[src/logic/numbat_pkg.sv]
// --------------------------------------------------------------------------
// widths, register indices, entry field positions and vector types
// --------------------------------------------------------------------------
package numbat_pkg;

   // widths
   localparam int board_width = 256; // 64 squares of 4 bits
   localparam int eval_width = 24;
   localparam int move_idx_width = 8;
   localparam int half_move_width = 7;
   localparam int nodes_width = 28;
   localparam int word_width = 32; // width of the 32-bit registers

   typedef logic [board_width-1:0] board_t;
   typedef logic signed [eval_width-1:0] eval_t;
   typedef logic [move_idx_width-1:0] move_idx_t;
   typedef logic [half_move_width-1:0] half_move_t;
   typedef logic [nodes_width-1:0] nodes_t;
   typedef logic [7:0] depth_t;
   typedef logic [1:0] tt_flag_t;
   typedef logic [79:0] hash_t;
   typedef logic [3:0] castle_t;
   typedef logic [3:0] ep_col_t;
   typedef logic [13:0] reg_idx_t;
   typedef logic [127:0] bus_data_t;
   typedef logic [15:0] byte_en_t;

   // generator group
   localparam reg_idx_t reg_ctrl = 14'd0;
   localparam reg_idx_t reg_move_index = 14'd1;
   localparam reg_idx_t reg_position = 14'd2;
   localparam reg_idx_t reg_half_move = 14'd3;
   localparam reg_idx_t reg_quiescence = 14'd4;
   localparam reg_idx_t reg_castle_orig = 14'd5;
   localparam reg_idx_t reg_board_lo = 14'd8;
   localparam reg_idx_t reg_board_hi = 14'd9;
   localparam reg_idx_t reg_gen_flags = 14'd132;
   localparam reg_idx_t reg_gen_position = 14'd133;
   localparam reg_idx_t reg_gen_eval = 14'd134;
   localparam reg_idx_t reg_move_count = 14'd135;
   localparam reg_idx_t reg_root_eval = 14'd136;

   // table groups, base plus offset
   localparam reg_idx_t trans_base_main = 14'd512;
   localparam reg_idx_t trans_base_quiet = 14'd612;

   localparam reg_idx_t trans_off_result = 14'd0;
   localparam reg_idx_t trans_off_status = 14'd1;
   localparam reg_idx_t trans_off_entry = 14'd8;
   localparam reg_idx_t trans_off_cmd = 14'd9;
   localparam reg_idx_t trans_off_hash0 = 14'd10; // hash 31:0
   localparam reg_idx_t trans_off_hash1 = 14'd11; // hash 63:32
   localparam reg_idx_t trans_off_hash2 = 14'd12; // hash 79:64

   // entry word fields
   localparam int field_eval_lsb = 0;
   localparam int field_depth_lsb = 24;
   localparam int field_nodes_lsb = 32;
   localparam int field_flag_lsb = 61;
   localparam int field_capture_bit = 63;

   // lookup result word, other fields as in the entry
   localparam int result_valid_bit = 60;
   localparam int result_collision_bit = 63;

endpackage

[src/logic/move_gen_regs.sv]
// --------------------------------------------------------------------------
// move generator position, index and control registers, status readback
// --------------------------------------------------------------------------
module move_gen_regs import numbat_pkg::*;
(
   input  logic       clk,
   input  logic       rst,
   input  logic       wr_valid,
   input  reg_idx_t   idx,
   input  bus_data_t  din,
   input  byte_en_t   we,

   input  logic       gen_idle,
   input  logic       moves_ready,
   input  logic       move_ready,
   input  move_idx_t  move_count,
   input  logic       gen_board_white_to_move,
   input  castle_t    gen_castle,
   input  ep_col_t    gen_ep_col,
   input  eval_t      gen_eval,
   input  logic       gen_capture,
   input  logic       gen_white_in_check,
   input  logic       gen_black_in_check,
   input  logic       gen_fifty_move,
   input  logic       gen_insufficient,
   input  logic       root_mate,
   input  logic       root_stalemate,
   input  logic       root_fifty_move,
   input  logic       root_insufficient,
   input  logic       root_check,
   input  eval_t      root_eval,

   output logic       soft_reset,
   output logic       new_board_valid,
   output logic       clear_moves,
   output logic       quiescence_moves,
   output move_idx_t  move_index,
   output board_t     board,
   output logic       white_to_move,
   output castle_t    castle_mask,
   output castle_t    castle_mask_orig,
   output ep_col_t    ep_col,
   output half_move_t half_move,
   output bus_data_t  rd_data,
   output logic       rd_hit
);

   always_ff @(posedge clk)
   begin
      if (rst)
      begin
         soft_reset <= 1'b0;
         new_board_valid <= 1'b0;
         clear_moves <= 1'b0;
         quiescence_moves <= 1'b0;
         move_index <= '0;
         board <= '0;
         white_to_move <= 1'b0;
         castle_mask <= '0;
         castle_mask_orig <= '0;
         ep_col <= '0;
         half_move <= '0;
      end
      else if (wr_valid)
      begin
         case (idx)
            reg_ctrl:
            begin
               new_board_valid <= din[0];
               clear_moves <= din[1];
               soft_reset <= din[31];
            end
            reg_move_index: move_index <= din[move_idx_width-1:0];
            reg_position: {white_to_move, castle_mask, ep_col} <= din[8:0];
            reg_half_move: half_move <= din[half_move_width-1:0];
            reg_quiescence: quiescence_moves <= din[0];
            reg_castle_orig: castle_mask_orig <= din[3:0];
            // board halves take each enabled byte on its own
            reg_board_lo:
               for (int i = 0; i < 16; i++)
                  if (we[i])
                     board[i*8 +: 8] <= din[i*8 +: 8];
            reg_board_hi:
               for (int i = 0; i < 16; i++)
                  if (we[i])
                     board[128 + i*8 +: 8] <= din[i*8 +: 8];
            default: ;
         endcase
      end
   end

   always_comb
   begin
      rd_data = '0;
      rd_hit = 1'b1;
      case (idx)
         reg_ctrl:
         begin
            rd_data[0] = new_board_valid;
            rd_data[1] = clear_moves;
            rd_data[2] = moves_ready;
            rd_data[3] = move_ready;
            rd_data[4] = root_stalemate;
            rd_data[5] = root_mate;
            rd_data[7] = gen_idle;
            rd_data[8] = root_fifty_move;
            rd_data[9] = root_insufficient;
            rd_data[10] = root_check;
            rd_data[31] = soft_reset;
         end
         reg_move_index: rd_data[move_idx_width-1:0] = move_index;
         reg_position: rd_data[8:0] = {white_to_move, castle_mask, ep_col};
         reg_half_move: rd_data[half_move_width-1:0] = half_move;
         reg_quiescence: rd_data[0] = quiescence_moves;
         reg_castle_orig: rd_data[3:0] = castle_mask_orig;
         reg_gen_flags: // bit 3 kept free
            rd_data[5:0] = {gen_insufficient, gen_fifty_move, 1'b0,
                            gen_black_in_check, gen_white_in_check, gen_capture};
         reg_gen_position: rd_data[8:0] = {gen_board_white_to_move, gen_castle, gen_ep_col};
         reg_gen_eval:
            rd_data[word_width-1:0] = {{(word_width-eval_width){gen_eval[eval_width-1]}},
                                       gen_eval};
         reg_move_count: rd_data[move_idx_width-1:0] = move_count;
         reg_root_eval:
            rd_data[word_width-1:0] = {{(word_width-eval_width){root_eval[eval_width-1]}},
                                       root_eval};
         default: rd_hit = 1'b0;
      endcase
   end

endmodule

[src/logic/trans_regs.sv]
// --------------------------------------------------------------------------
// one transposition table: entry and command registers, lookup readback
// --------------------------------------------------------------------------
module trans_regs import numbat_pkg::*;
#(
   parameter reg_idx_t base = trans_base_main
)
(
   input  logic      clk,
   input  logic      rst,
   input  logic      wr_valid,
   input  reg_idx_t  idx,
   input  bus_data_t din,

   input  logic      entry_valid,
   input  logic      collision,
   input  logic      capture_in,
   input  logic      idle,
   input  depth_t    depth_in,
   input  eval_t     eval_in,
   input  tt_flag_t  flag_in,
   input  nodes_t    nodes_in,
   input  hash_t     hash,

   output eval_t     eval_out,
   output depth_t    depth_out,
   output nodes_t    nodes_out,
   output tt_flag_t  flag_out,
   output logic      capture_out,
   output logic      lookup,
   output logic      store,
   output logic      hash_only,
   output logic      clear,
   output bus_data_t rd_data,
   output logic      rd_hit
);

   localparam reg_idx_t idx_result = reg_idx_t'(base + trans_off_result);
   localparam reg_idx_t idx_status = reg_idx_t'(base + trans_off_status);
   localparam reg_idx_t idx_entry = reg_idx_t'(base + trans_off_entry);
   localparam reg_idx_t idx_cmd = reg_idx_t'(base + trans_off_cmd);
   localparam reg_idx_t idx_hash0 = reg_idx_t'(base + trans_off_hash0);
   localparam reg_idx_t idx_hash1 = reg_idx_t'(base + trans_off_hash1);
   localparam reg_idx_t idx_hash2 = reg_idx_t'(base + trans_off_hash2);

   always_ff @(posedge clk)
   begin
      if (rst)
      begin
         eval_out <= '0;
         depth_out <= '0;
         nodes_out <= '0;
         flag_out <= '0;
         capture_out <= 1'b0;
         {clear, hash_only, store, lookup} <= '0;
      end
      else
      begin
         {clear, hash_only, store, lookup} <= '0; // pulses last one cycle
         if (wr_valid && idx == idx_entry)
         begin
            eval_out <= din[field_eval_lsb +: eval_width];
            depth_out <= din[field_depth_lsb +: 8];
            nodes_out <= din[field_nodes_lsb +: nodes_width];
            flag_out <= din[field_flag_lsb +: 2];
            capture_out <= din[field_capture_bit];
         end
         if (wr_valid && idx == idx_cmd)
            {clear, hash_only, store, lookup} <= din[3:0];
      end
   end

   always_comb
   begin
      rd_data = '0;
      rd_hit = 1'b1;
      case (idx)
         idx_result:
         begin
            rd_data[field_eval_lsb +: eval_width] = eval_in;
            rd_data[field_depth_lsb +: 8] = depth_in;
            rd_data[field_nodes_lsb +: nodes_width] = nodes_in;
            rd_data[result_valid_bit] = entry_valid;
            rd_data[field_flag_lsb +: 2] = flag_in;
            rd_data[result_collision_bit] = collision;
         end
         idx_status: rd_data[1:0] = {capture_in, idle};
         idx_hash0: rd_data[31:0] = hash[31:0];
         idx_hash1: rd_data[31:0] = hash[63:32];
         idx_hash2: rd_data[15:0] = hash[79:64];
         default: rd_hit = 1'b0; // entry and cmd are write only
      endcase
   end

endmodule

[src/logic/read_mux.sv]
// --------------------------------------------------------------------------
// registered read data selection across the register groups
// --------------------------------------------------------------------------
module read_mux import numbat_pkg::*;
(
   input  logic      clk,
   input  logic      rst,
   input  bus_data_t gen_data,
   input  bus_data_t main_data,
   input  bus_data_t quiet_data,
   input  logic      gen_hit,
   input  logic      main_hit,
   input  logic      quiet_hit,
   output bus_data_t bus_dout
);

   // index ranges of the groups do not overlap, so at most one hit is high
   always_ff @(posedge clk)
   begin
      if (rst)
         bus_dout <= '0;
      else if (gen_hit)
         bus_dout <= gen_data;
      else if (main_hit)
         bus_dout <= main_data;
      else if (quiet_hit)
         bus_dout <= quiet_data;
      else
         bus_dout <= '0; // unmapped index
   end

endmodule

[src/logic/numbat_ctrl.sv]
// --------------------------------------------------------------------------
// host register block: generator group, two table groups, read path
// --------------------------------------------------------------------------
module numbat_ctrl import numbat_pkg::*;
(
   input  logic        clk,
   input  logic        rst,

   input  logic [17:0] bus_addr,
   input  bus_data_t   bus_din,
   input  logic        bus_en,
   input  byte_en_t    bus_we,
   output bus_data_t   bus_dout,

   input  logic        gen_idle,
   input  logic        moves_ready,
   input  logic        move_ready,
   input  move_idx_t   move_count,
   input  logic        gen_board_white_to_move,
   input  castle_t     gen_castle,
   input  ep_col_t     gen_ep_col,
   input  eval_t       gen_eval,
   input  logic        gen_capture,
   input  logic        gen_white_in_check,
   input  logic        gen_black_in_check,
   input  logic        gen_fifty_move,
   input  logic        gen_insufficient,
   input  logic        root_mate,
   input  logic        root_stalemate,
   input  logic        root_fifty_move,
   input  logic        root_insufficient,
   input  logic        root_check,
   input  eval_t       root_eval,

   output logic        soft_reset,
   output logic        new_board_valid,
   output logic        clear_moves,
   output logic        quiescence_moves,
   output move_idx_t   move_index,
   output board_t      board,
   output logic        white_to_move,
   output castle_t     castle_mask,
   output castle_t     castle_mask_orig,
   output ep_col_t     ep_col,
   output half_move_t  half_move,

   input  logic        tt_entry_valid,
   input  logic        tt_collision,
   input  logic        tt_capture_in,
   input  logic        tt_idle,
   input  depth_t      tt_depth_in,
   input  eval_t       tt_eval_in,
   input  tt_flag_t    tt_flag_in,
   input  nodes_t      tt_nodes_in,
   input  hash_t       tt_hash,
   output eval_t       tt_eval_out,
   output depth_t      tt_depth_out,
   output nodes_t      tt_nodes_out,
   output tt_flag_t    tt_flag_out,
   output logic        tt_capture_out,
   output logic        tt_lookup,
   output logic        tt_store,
   output logic        tt_hash_only,
   output logic        tt_clear,

   input  logic        qt_entry_valid,
   input  logic        qt_collision,
   input  logic        qt_capture_in,
   input  logic        qt_idle,
   input  depth_t      qt_depth_in,
   input  eval_t       qt_eval_in,
   input  tt_flag_t    qt_flag_in,
   input  nodes_t      qt_nodes_in,
   input  hash_t       qt_hash,
   output eval_t       qt_eval_out,
   output depth_t      qt_depth_out,
   output nodes_t      qt_nodes_out,
   output tt_flag_t    qt_flag_out,
   output logic        qt_capture_out,
   output logic        qt_lookup,
   output logic        qt_store,
   output logic        qt_hash_only,
   output logic        qt_clear
);

   reg_idx_t  idx;
   logic      wr_valid;
   bus_data_t gen_data, main_data, quiet_data;
   logic      gen_hit, main_hit, quiet_hit;

   assign idx = bus_addr[17:4]; // 16-byte registers
   assign wr_valid = bus_en && (bus_we != '0);

   move_gen_regs move_gen_regs_inst (
      .clk, .rst, .wr_valid, .idx,
      .din (bus_din),
      .we (bus_we),
      .gen_idle, .moves_ready, .move_ready, .move_count,
      .gen_board_white_to_move, .gen_castle, .gen_ep_col, .gen_eval,
      .gen_capture, .gen_white_in_check, .gen_black_in_check,
      .gen_fifty_move, .gen_insufficient,
      .root_mate, .root_stalemate, .root_fifty_move, .root_insufficient,
      .root_check, .root_eval,
      .soft_reset, .new_board_valid, .clear_moves, .quiescence_moves,
      .move_index, .board, .white_to_move, .castle_mask, .castle_mask_orig,
      .ep_col, .half_move,
      .rd_data (gen_data),
      .rd_hit (gen_hit)
   );

   trans_regs #(.base(trans_base_main)) main_trans_inst (
      .clk, .rst, .wr_valid, .idx,
      .din (bus_din),
      .entry_valid (tt_entry_valid),
      .collision (tt_collision),
      .capture_in (tt_capture_in),
      .idle (tt_idle),
      .depth_in (tt_depth_in),
      .eval_in (tt_eval_in),
      .flag_in (tt_flag_in),
      .nodes_in (tt_nodes_in),
      .hash (tt_hash),
      .eval_out (tt_eval_out),
      .depth_out (tt_depth_out),
      .nodes_out (tt_nodes_out),
      .flag_out (tt_flag_out),
      .capture_out (tt_capture_out),
      .lookup (tt_lookup),
      .store (tt_store),
      .hash_only (tt_hash_only),
      .clear (tt_clear),
      .rd_data (main_data),
      .rd_hit (main_hit)
   );

   trans_regs #(.base(trans_base_quiet)) quiet_trans_inst (
      .clk, .rst, .wr_valid, .idx,
      .din (bus_din),
      .entry_valid (qt_entry_valid),
      .collision (qt_collision),
      .capture_in (qt_capture_in),
      .idle (qt_idle),
      .depth_in (qt_depth_in),
      .eval_in (qt_eval_in),
      .flag_in (qt_flag_in),
      .nodes_in (qt_nodes_in),
      .hash (qt_hash),
      .eval_out (qt_eval_out),
      .depth_out (qt_depth_out),
      .nodes_out (qt_nodes_out),
      .flag_out (qt_flag_out),
      .capture_out (qt_capture_out),
      .lookup (qt_lookup),
      .store (qt_store),
      .hash_only (qt_hash_only),
      .clear (qt_clear),
      .rd_data (quiet_data),
      .rd_hit (quiet_hit)
   );

   read_mux read_mux_inst (
      .clk, .rst,
      .gen_data, .main_data, .quiet_data,
      .gen_hit, .main_hit, .quiet_hit,
      .bus_dout
   );

endmodule

[config.mk]
export PLATFORM = sky130hd
export DESIGN_NAME = numbat_ctrl
export DESIGN_NICKNAME = d
export VERILOG_FILES = /design/src/logic/numbat_pkg.sv /design/src/logic/move_gen_regs.sv /design/src/logic/trans_regs.sv /design/src/logic/read_mux.sv /design/src/logic/numbat_ctrl.sv
export SDC_FILE = /design/constraint.sdc
export NUM_CORES = 1
export LEC_CHECK = 0
export ABC_AREA = 1
export ABC_CLOCK_PERIOD_IN_PS = 2580
export BUFFER_PORTS_ARGS = -buffer_cell sky130_fd_sc_hd__buf_2
export CAP_MARGIN = 0
export CORE_AREA = 2 2 424 426
export DETAILED_ROUTE_END_ITERATION = 8
export DIE_AREA = 0 0 426 428
export MAX_ROUTING_LAYER = met4
export SLEW_MARGIN = 30
export SYNTH_ARGS = -nofsm -noshare
export SYNTH_HDL_FRONTEND = slang
export SYNTH_SLANG_ARGS = --single-unit
[constraint.sdc]
create_clock -name clk -period 2.58 [get_ports clk]
set_clock_uncertainty 0.1 [all_clocks]
set_input_delay 0.645 -clock clk [delete_from_list [all_inputs] [get_ports clk]]
set_output_delay 0.645 -clock clk [all_outputs]
set_load 0.01 [all_outputs]
; Yosys cells after proc, flatten, opt, wreduce, memory -nomap -nowiden
; Cells that the tools add are included.
[totals]
register_bits = 550
in_bits = 535
out_inout_bits = 550
[op_classes]
eq_ne = 26
mux = 23
bitwise = 2
n_reduce_logical = 52
[ops]
columns = op, n
row1 = $eq 14x10->1 const B, 14
row2 = $mux 64, 2
row3 = $pmux 14 s4, 2
row4 = $mux 32, 3
row5 = $pmux 16 s3, 2
row6 = $reduce_and 3->1, 32
row7 = $eq 14x8->1 const B, 5
row8 = $pmux 20 s2, 1
row9 = $pmux 3 s10, 1
row10 = $eq 14x2->1 const B, 2
row11 = $eq 14x3->1 const B, 2
row12 = $eq 14x4->1 const B, 2
row13 = $pmux 2 s5, 2
row14 = $pmux 2 s9, 1
row15 = $reduce_bool 16->1, 1
row16 = $eq 14x1->1 const B, 1
row17 = $logic_not 14->1, 1
row18 = $pmux 1 s7, 2
row19 = $reduce_and 2->1, 6
row20 = $pmux 1 s11, 1
row21 = $reduce_or 11->1, 1
row22 = $reduce_or 5->1, 2
row23 = $pmux 2 s3, 1
row24 = $reduce_or 2->1, 3
row25 = other kinds (6), 13

; Logic depth before layout (Yosys ltp)
[logic_depth]
word_depth = 6
depth_mapped = 13
ltp_nobuf = 13

; Hierarchy
; Synthesis repeated with hierarchy kept, for this count alone.
[hier_totals]
cells_unflattened = 4779
hier_area_um2 = 30186.5
[modules_own_cells]
columns = module, n_inst, cells_per_inst, area_per_inst_um2, seq_area_each_um2
row1 = move_gen_regs, 1, 1948, 13784.5, 5765.5
row2 = read_mux, 1, 1110, 6517.5, 2562.5
row3 = trans_regs (main_trans_inst), 1, 931, 5166.2, 1341.3
row4 = trans_regs (quiet_trans_inst), 1, 774, 4657.0, 1341.3
row5 = numbat_ctrl, 1, 16, 61.3, 0.0

; Least setup slack after synthesis
; OpenSTA, ideal clock, no wires.
[synth_timing]
path_kind = input to register
from = in bus_addr[15]
to = reg move_gen_regs_inst.board[150]
t_arrival_ns = 2.023
required_ns = 2.361
path_slack_ns = 0.337
cell_stages = 7
path_buffers = 1
cell_sequence = nor2_2 nand3_4 nor4_4 nand2_1 buf_2 o21ai_0 a21oi_1
[synth_via]
elab_chain_len = 2
[synth_rtl]
columns = item, line
row1 = "start, declared", numbat_ctrl.sv:9  ; input logic [17:0] bus_addr,
row2 = $eq 14x4->1, move_gen_regs.sv:66  ; case (idx)
row3 = $reduce_and 3->1 (no line), -
row4 = "end signal, assigned by index", move_gen_regs.sv:82  ; board[i*8 +: 8] <= din[i*8 +: 8];
row5 = "end signal, assigned by index", move_gen_regs.sv:86  ; board[128 + i*8 +: 8] <= din[i*8 +: 8];
row6 = "end, declared", move_gen_regs.sv:38  ; output board_t board,
; No other way between the ends.
; A chain may end at the register's enable or synchronous reset.

; Worst setup path in the final report
[layout_timing]
from = in bus_we[12]
to = reg move_gen_regs_inst.castle_mask[1]
[layout_via]
elab_chain_len = 3
[layout_rtl]
columns = item, line
row1 = "start, declared", numbat_ctrl.sv:12  ; input byte_en_t bus_we,
row2 = $reduce_bool 16->1, numbat_ctrl.sv:92  ; assign wr_valid = bus_en && (bus_we != '0);
row3 = $logic_and 1x1->1, numbat_ctrl.sv:92
row4 = $reduce_and 2->1 (no line), -
row5 = "end signal, assigned", move_gen_regs.sv:74  ; reg_position: {white_to_move, castle_mask, ep_col} <= din[8:0];
row6 = "end, declared", move_gen_regs.sv:40  ; output castle_t castle_mask,
; No other way between the ends.

==> impl_metrics.tcl <==
set metrics [dict create \
    crit_fanout 15 \
    finalSetupViolations 0 \
    synth.distinct_cells 34 \
    timing.final.crit_share_pct 88.9 \
    yosys_warnings 0 \
    hold_class "input port to flop" \
    grt_max_degree 153 \
    io-pin-count 1085 \
    cts-buffers-inserted 59 \
    clock_sinks 486 \
    yosys.area.top_type "dfxtp_1" \
    dr.pass1.iters 6 \
    die_h_um 428 \
    place.gp.congestion 0.935 \
    rrSetupSlack_ns 1.11 \
    wire_per_inst_um 21.9 \
    start_util_pct 11.8 \
    nets 4687 \
    critPathArrivalTime_ns 2.73 \
    slowest_stage "nor2_1" \
    r2r.worst_path.cells 6 \
    cts_max_path_buffers 3 \
    tightestPinTransition_ns 0.965 \
    crit_top_cell "nor2_1" \
    htreeDepth 2 \
    fin_crit_ns 2.29 \
    vias 25200 \
    port_buffers 1016 \
    rr_endpoint "read_mux_inst.bus_dout[4]" \
    dpl.hpwl_mm 121 \
    cts_tree "built" \
    ir_drop_mv 0.491 \
    synth-edff-count 0 \
    drt_iter0_drc 1636 \
    holdPathEnd "read_mux_inst.bus_dout[43]" \
    hold_viol 0 \
    gr-total-overflow 0 \
    grt_pass1_vias 23800 \
    synth_top_area_share_pct 46.6 \
    ant_nets 0 \
    power_leakage_uw 0.0148 \
    rsz0062_at_grt "false" \
    outcome "completed" \
    crit_path_end_kind "flop" \
    syn_area_um2 20900 \
    postCtsSetupBuffers 0 \
    worstHoldStart "qt_nodes_in[11]" \
    final_cell_area_um2 32900 \
    critPathBufInv 4 \
    cts.clk_slew.worst_paths_ns 0.06 \
    rows 155 \
    synth_area_leaders "dfxtp_1, nand2_1, a21oi_1, nand3_1, nor2_1" \
    worstSkewPairLatency_ns 0.63 \
    fp.dieW_um 426 \
    crit_type "input port to flop" \
    clockRootBuffer "clkbuf_16" \
    cp.required_ns 3.01 \
    cpLargestDelayFamily "simple AND/OR/NAND/NOR gates" \
    design_power_total_uw 17700 \
    vias_per_cell 3.82 \
    seq_area_frac_synth_pct 46.6 \
    core_um2 178000 \
    final_max_slew_viol_count 0 \
    dieArea_um2 182000 \
    synth-main-ff-cell "dfxtp_1" \
    power_density_nw_per_um2 536 \
    hold_depth 3 \
    wl_mm 144 \
    crit_chain "buf_2, inv_1, nand4_1, nor2_1, nand2_1, nand2_1, buf_12, nor2_1, inv_1, nor2_1, nor2_1" \
    grt_pass1_wl_mm 191 \
    area_growth_pct 57.6 \
    max_slew_margin_pct 35.7 \
    ys_ff_latch 486 \
    slowest_delay_ns 0.68 \
    layout-drive-gt1-share_pct 35.5 \
    start_kind "input port" \
    drcViolationCount 0 \
    dpl_cell_area_um2 30800 \
    postSynthAreaPerCell_um2 7.09 \
    grt_antenna_before_repair 60 \
    r2r_start "move_gen_regs_inst.move_index[4]" \
    track_usage_pct 15.4 \
    async_flop_share_pct 0 \
    fmax_ghz 0.436 \
    max_cap_viol_count 0 \
    synth_cells 2948 \
]
-- what timing repair did --
item	CTS	global route
gates resized for setup	0	0
hold buffers	1	0
hold endpoints to repair	1	0
-- cell families after synthesis --
kind of cell    synth area share [%]
flops                           46.6
simple gates                    31.9
buf+inv                         8.10
compound gates                  13.4
other cells                   0.0179
-- routing by layer --
| layer | GRT usage, % | routed length [um] | vias to the layer above |
|---|---|---|---|
| met2 | 28.9 | 78400 | 984 |
| met4 | 7.07 | 6960 | 0 |
| met5 | - | 0 | - |
| met3 | 2.79 | 7870 | 235 |
| li1 | - | - | 12000 |
| met1 | 15.4 | 50900 | 12000 |
-- state kept, by name (all words and copies together) (netlist names), 2 cells and up --
register,cells
move_gen_regs_inst.castle_mask,4
move_gen_regs_inst.ep_col,4
move_gen_regs_inst.board,256
main_trans_inst.depth_out,8
quiet_trans_inst.depth_out,8
move_gen_regs_inst.move_index,8
quiet_trans_inst.eval_out,24
move_gen_regs_inst.half_move,7
move_gen_regs_inst.castle_mask_orig,4
quiet_trans_inst.flag_out,2
quiet_trans_inst.nodes_out,28
read_mux_inst.bus_dout,64
main_trans_inst.flag_out,2
main_trans_inst.nodes_out,28
main_trans_inst.eval_out,24
-- report_power, final --
part / leakage (uW) / internal, uW / total (uW) / switching [uW]
logic: 0.00989 / 432 / 1180 / 744
registers: 0.00391 / 7500 / 7500 / 0.207
clock network: 0.00103 / 5210 / 8970 / 3770
total: 0.0148 / 13100 / 17700 / 4510
-- cells in the mapped netlist (2+ instances only) --
cell and number:
nand2_1 894, o21ai_0 98, nor2_1 255, and3_1 7, buf_2 30, inv_2 17
clkbuf_1 118, nand3b_1 2, nor2_2 9, nor2_4 3, clkinv_4 10, nand3_1 308
buf_4 66, nor3_1 14, clkinv_1 2, nand4_1 19, a211oi_1 5, a21oi_1 442
dfxtp_1 486, nand3_2 21, inv_1 109, nand3_4 11, o21ai_1 11
-- area by class of cell --
cell class                      instances  area, um^2
Tap cell                             2355        2950
Sequential cell                       486        9730
Fill cell                           20300      145000
Timing Repair Buffer                 1297        7740
Clock buffer                           72        1620
Inverter                              138         581
Multi-Input combinational cell       2170        9790
Clock inverter                         39         472
Antenna cell                           26        65.1
-- through the flow --
step / hold slack [ns] / worst slack [ns] / setup TNS (ns) / std cells / utilization [%]
floorplan: 0.368 / 0.337 / 0 / 3011 / -
global placement: 0.329 / -0.510 / -160.61 / 6445 / 17.3
detailed placement: 0.334 / -0.508 / -160.14 / 6445 / 17.3
CTS: 0.000648 / 0.234 / 0 / 6557 / 18.5
global route: 0.0244 / 0.117 / 0 / 6577 / 18.5
finish: 0.0896 / 0.285 / 0 / 6583 / 18.5
-- how the worst max path moves through the flow --
stage	start	endpoint	slack, ns	cells past startpoint
5_1_grt	bus_we[12]	move_gen_regs_inst.white_to_move	0.12	11
3_3_place_gp	bus_we[12]	move_gen_regs_inst.board[125]	-0.51	14
6_report	bus_we[12]	move_gen_regs_inst.castle_mask[1]	0.29	11
3_5_place_dp	bus_we[12]	quiet_trans_inst.nodes_out[23]	-0.51	12
4_1_cts	bus_we[12]	move_gen_regs_inst.castle_mask[0]	0.23	11
2_1_floorplan	bus_addr[15]	move_gen_regs_inst.board[150]	0.34	7
-- worst min-delay path: stages --
cell,delay (ns)
buf_2,0.09
nand2_1,0.05
a21oi_1,0.05
-- placed cells by master (no fill, tap or decap), drive strengths merged, types with 4 or more instances in the layout --
| master | instances |
|---|---|
| a211oi | 5 |
| a21oi | 442 |
| and3 | 7 |
| buf | 1296 |
| bufinv | 7 |
| clkbuf | 72 |
| clkinv | 33 |
| clkinvlp | 4 |
| conb | 64 |
| dfxtp | 486 |
| diode | 26 |
| inv | 133 |
| nand2 | 896 |
| nand3 | 340 |
| nand4 | 19 |
| nor2 | 267 |
| nor3 | 16 |
| o21ai | 109 |
(Power assumes the default switching activity.)
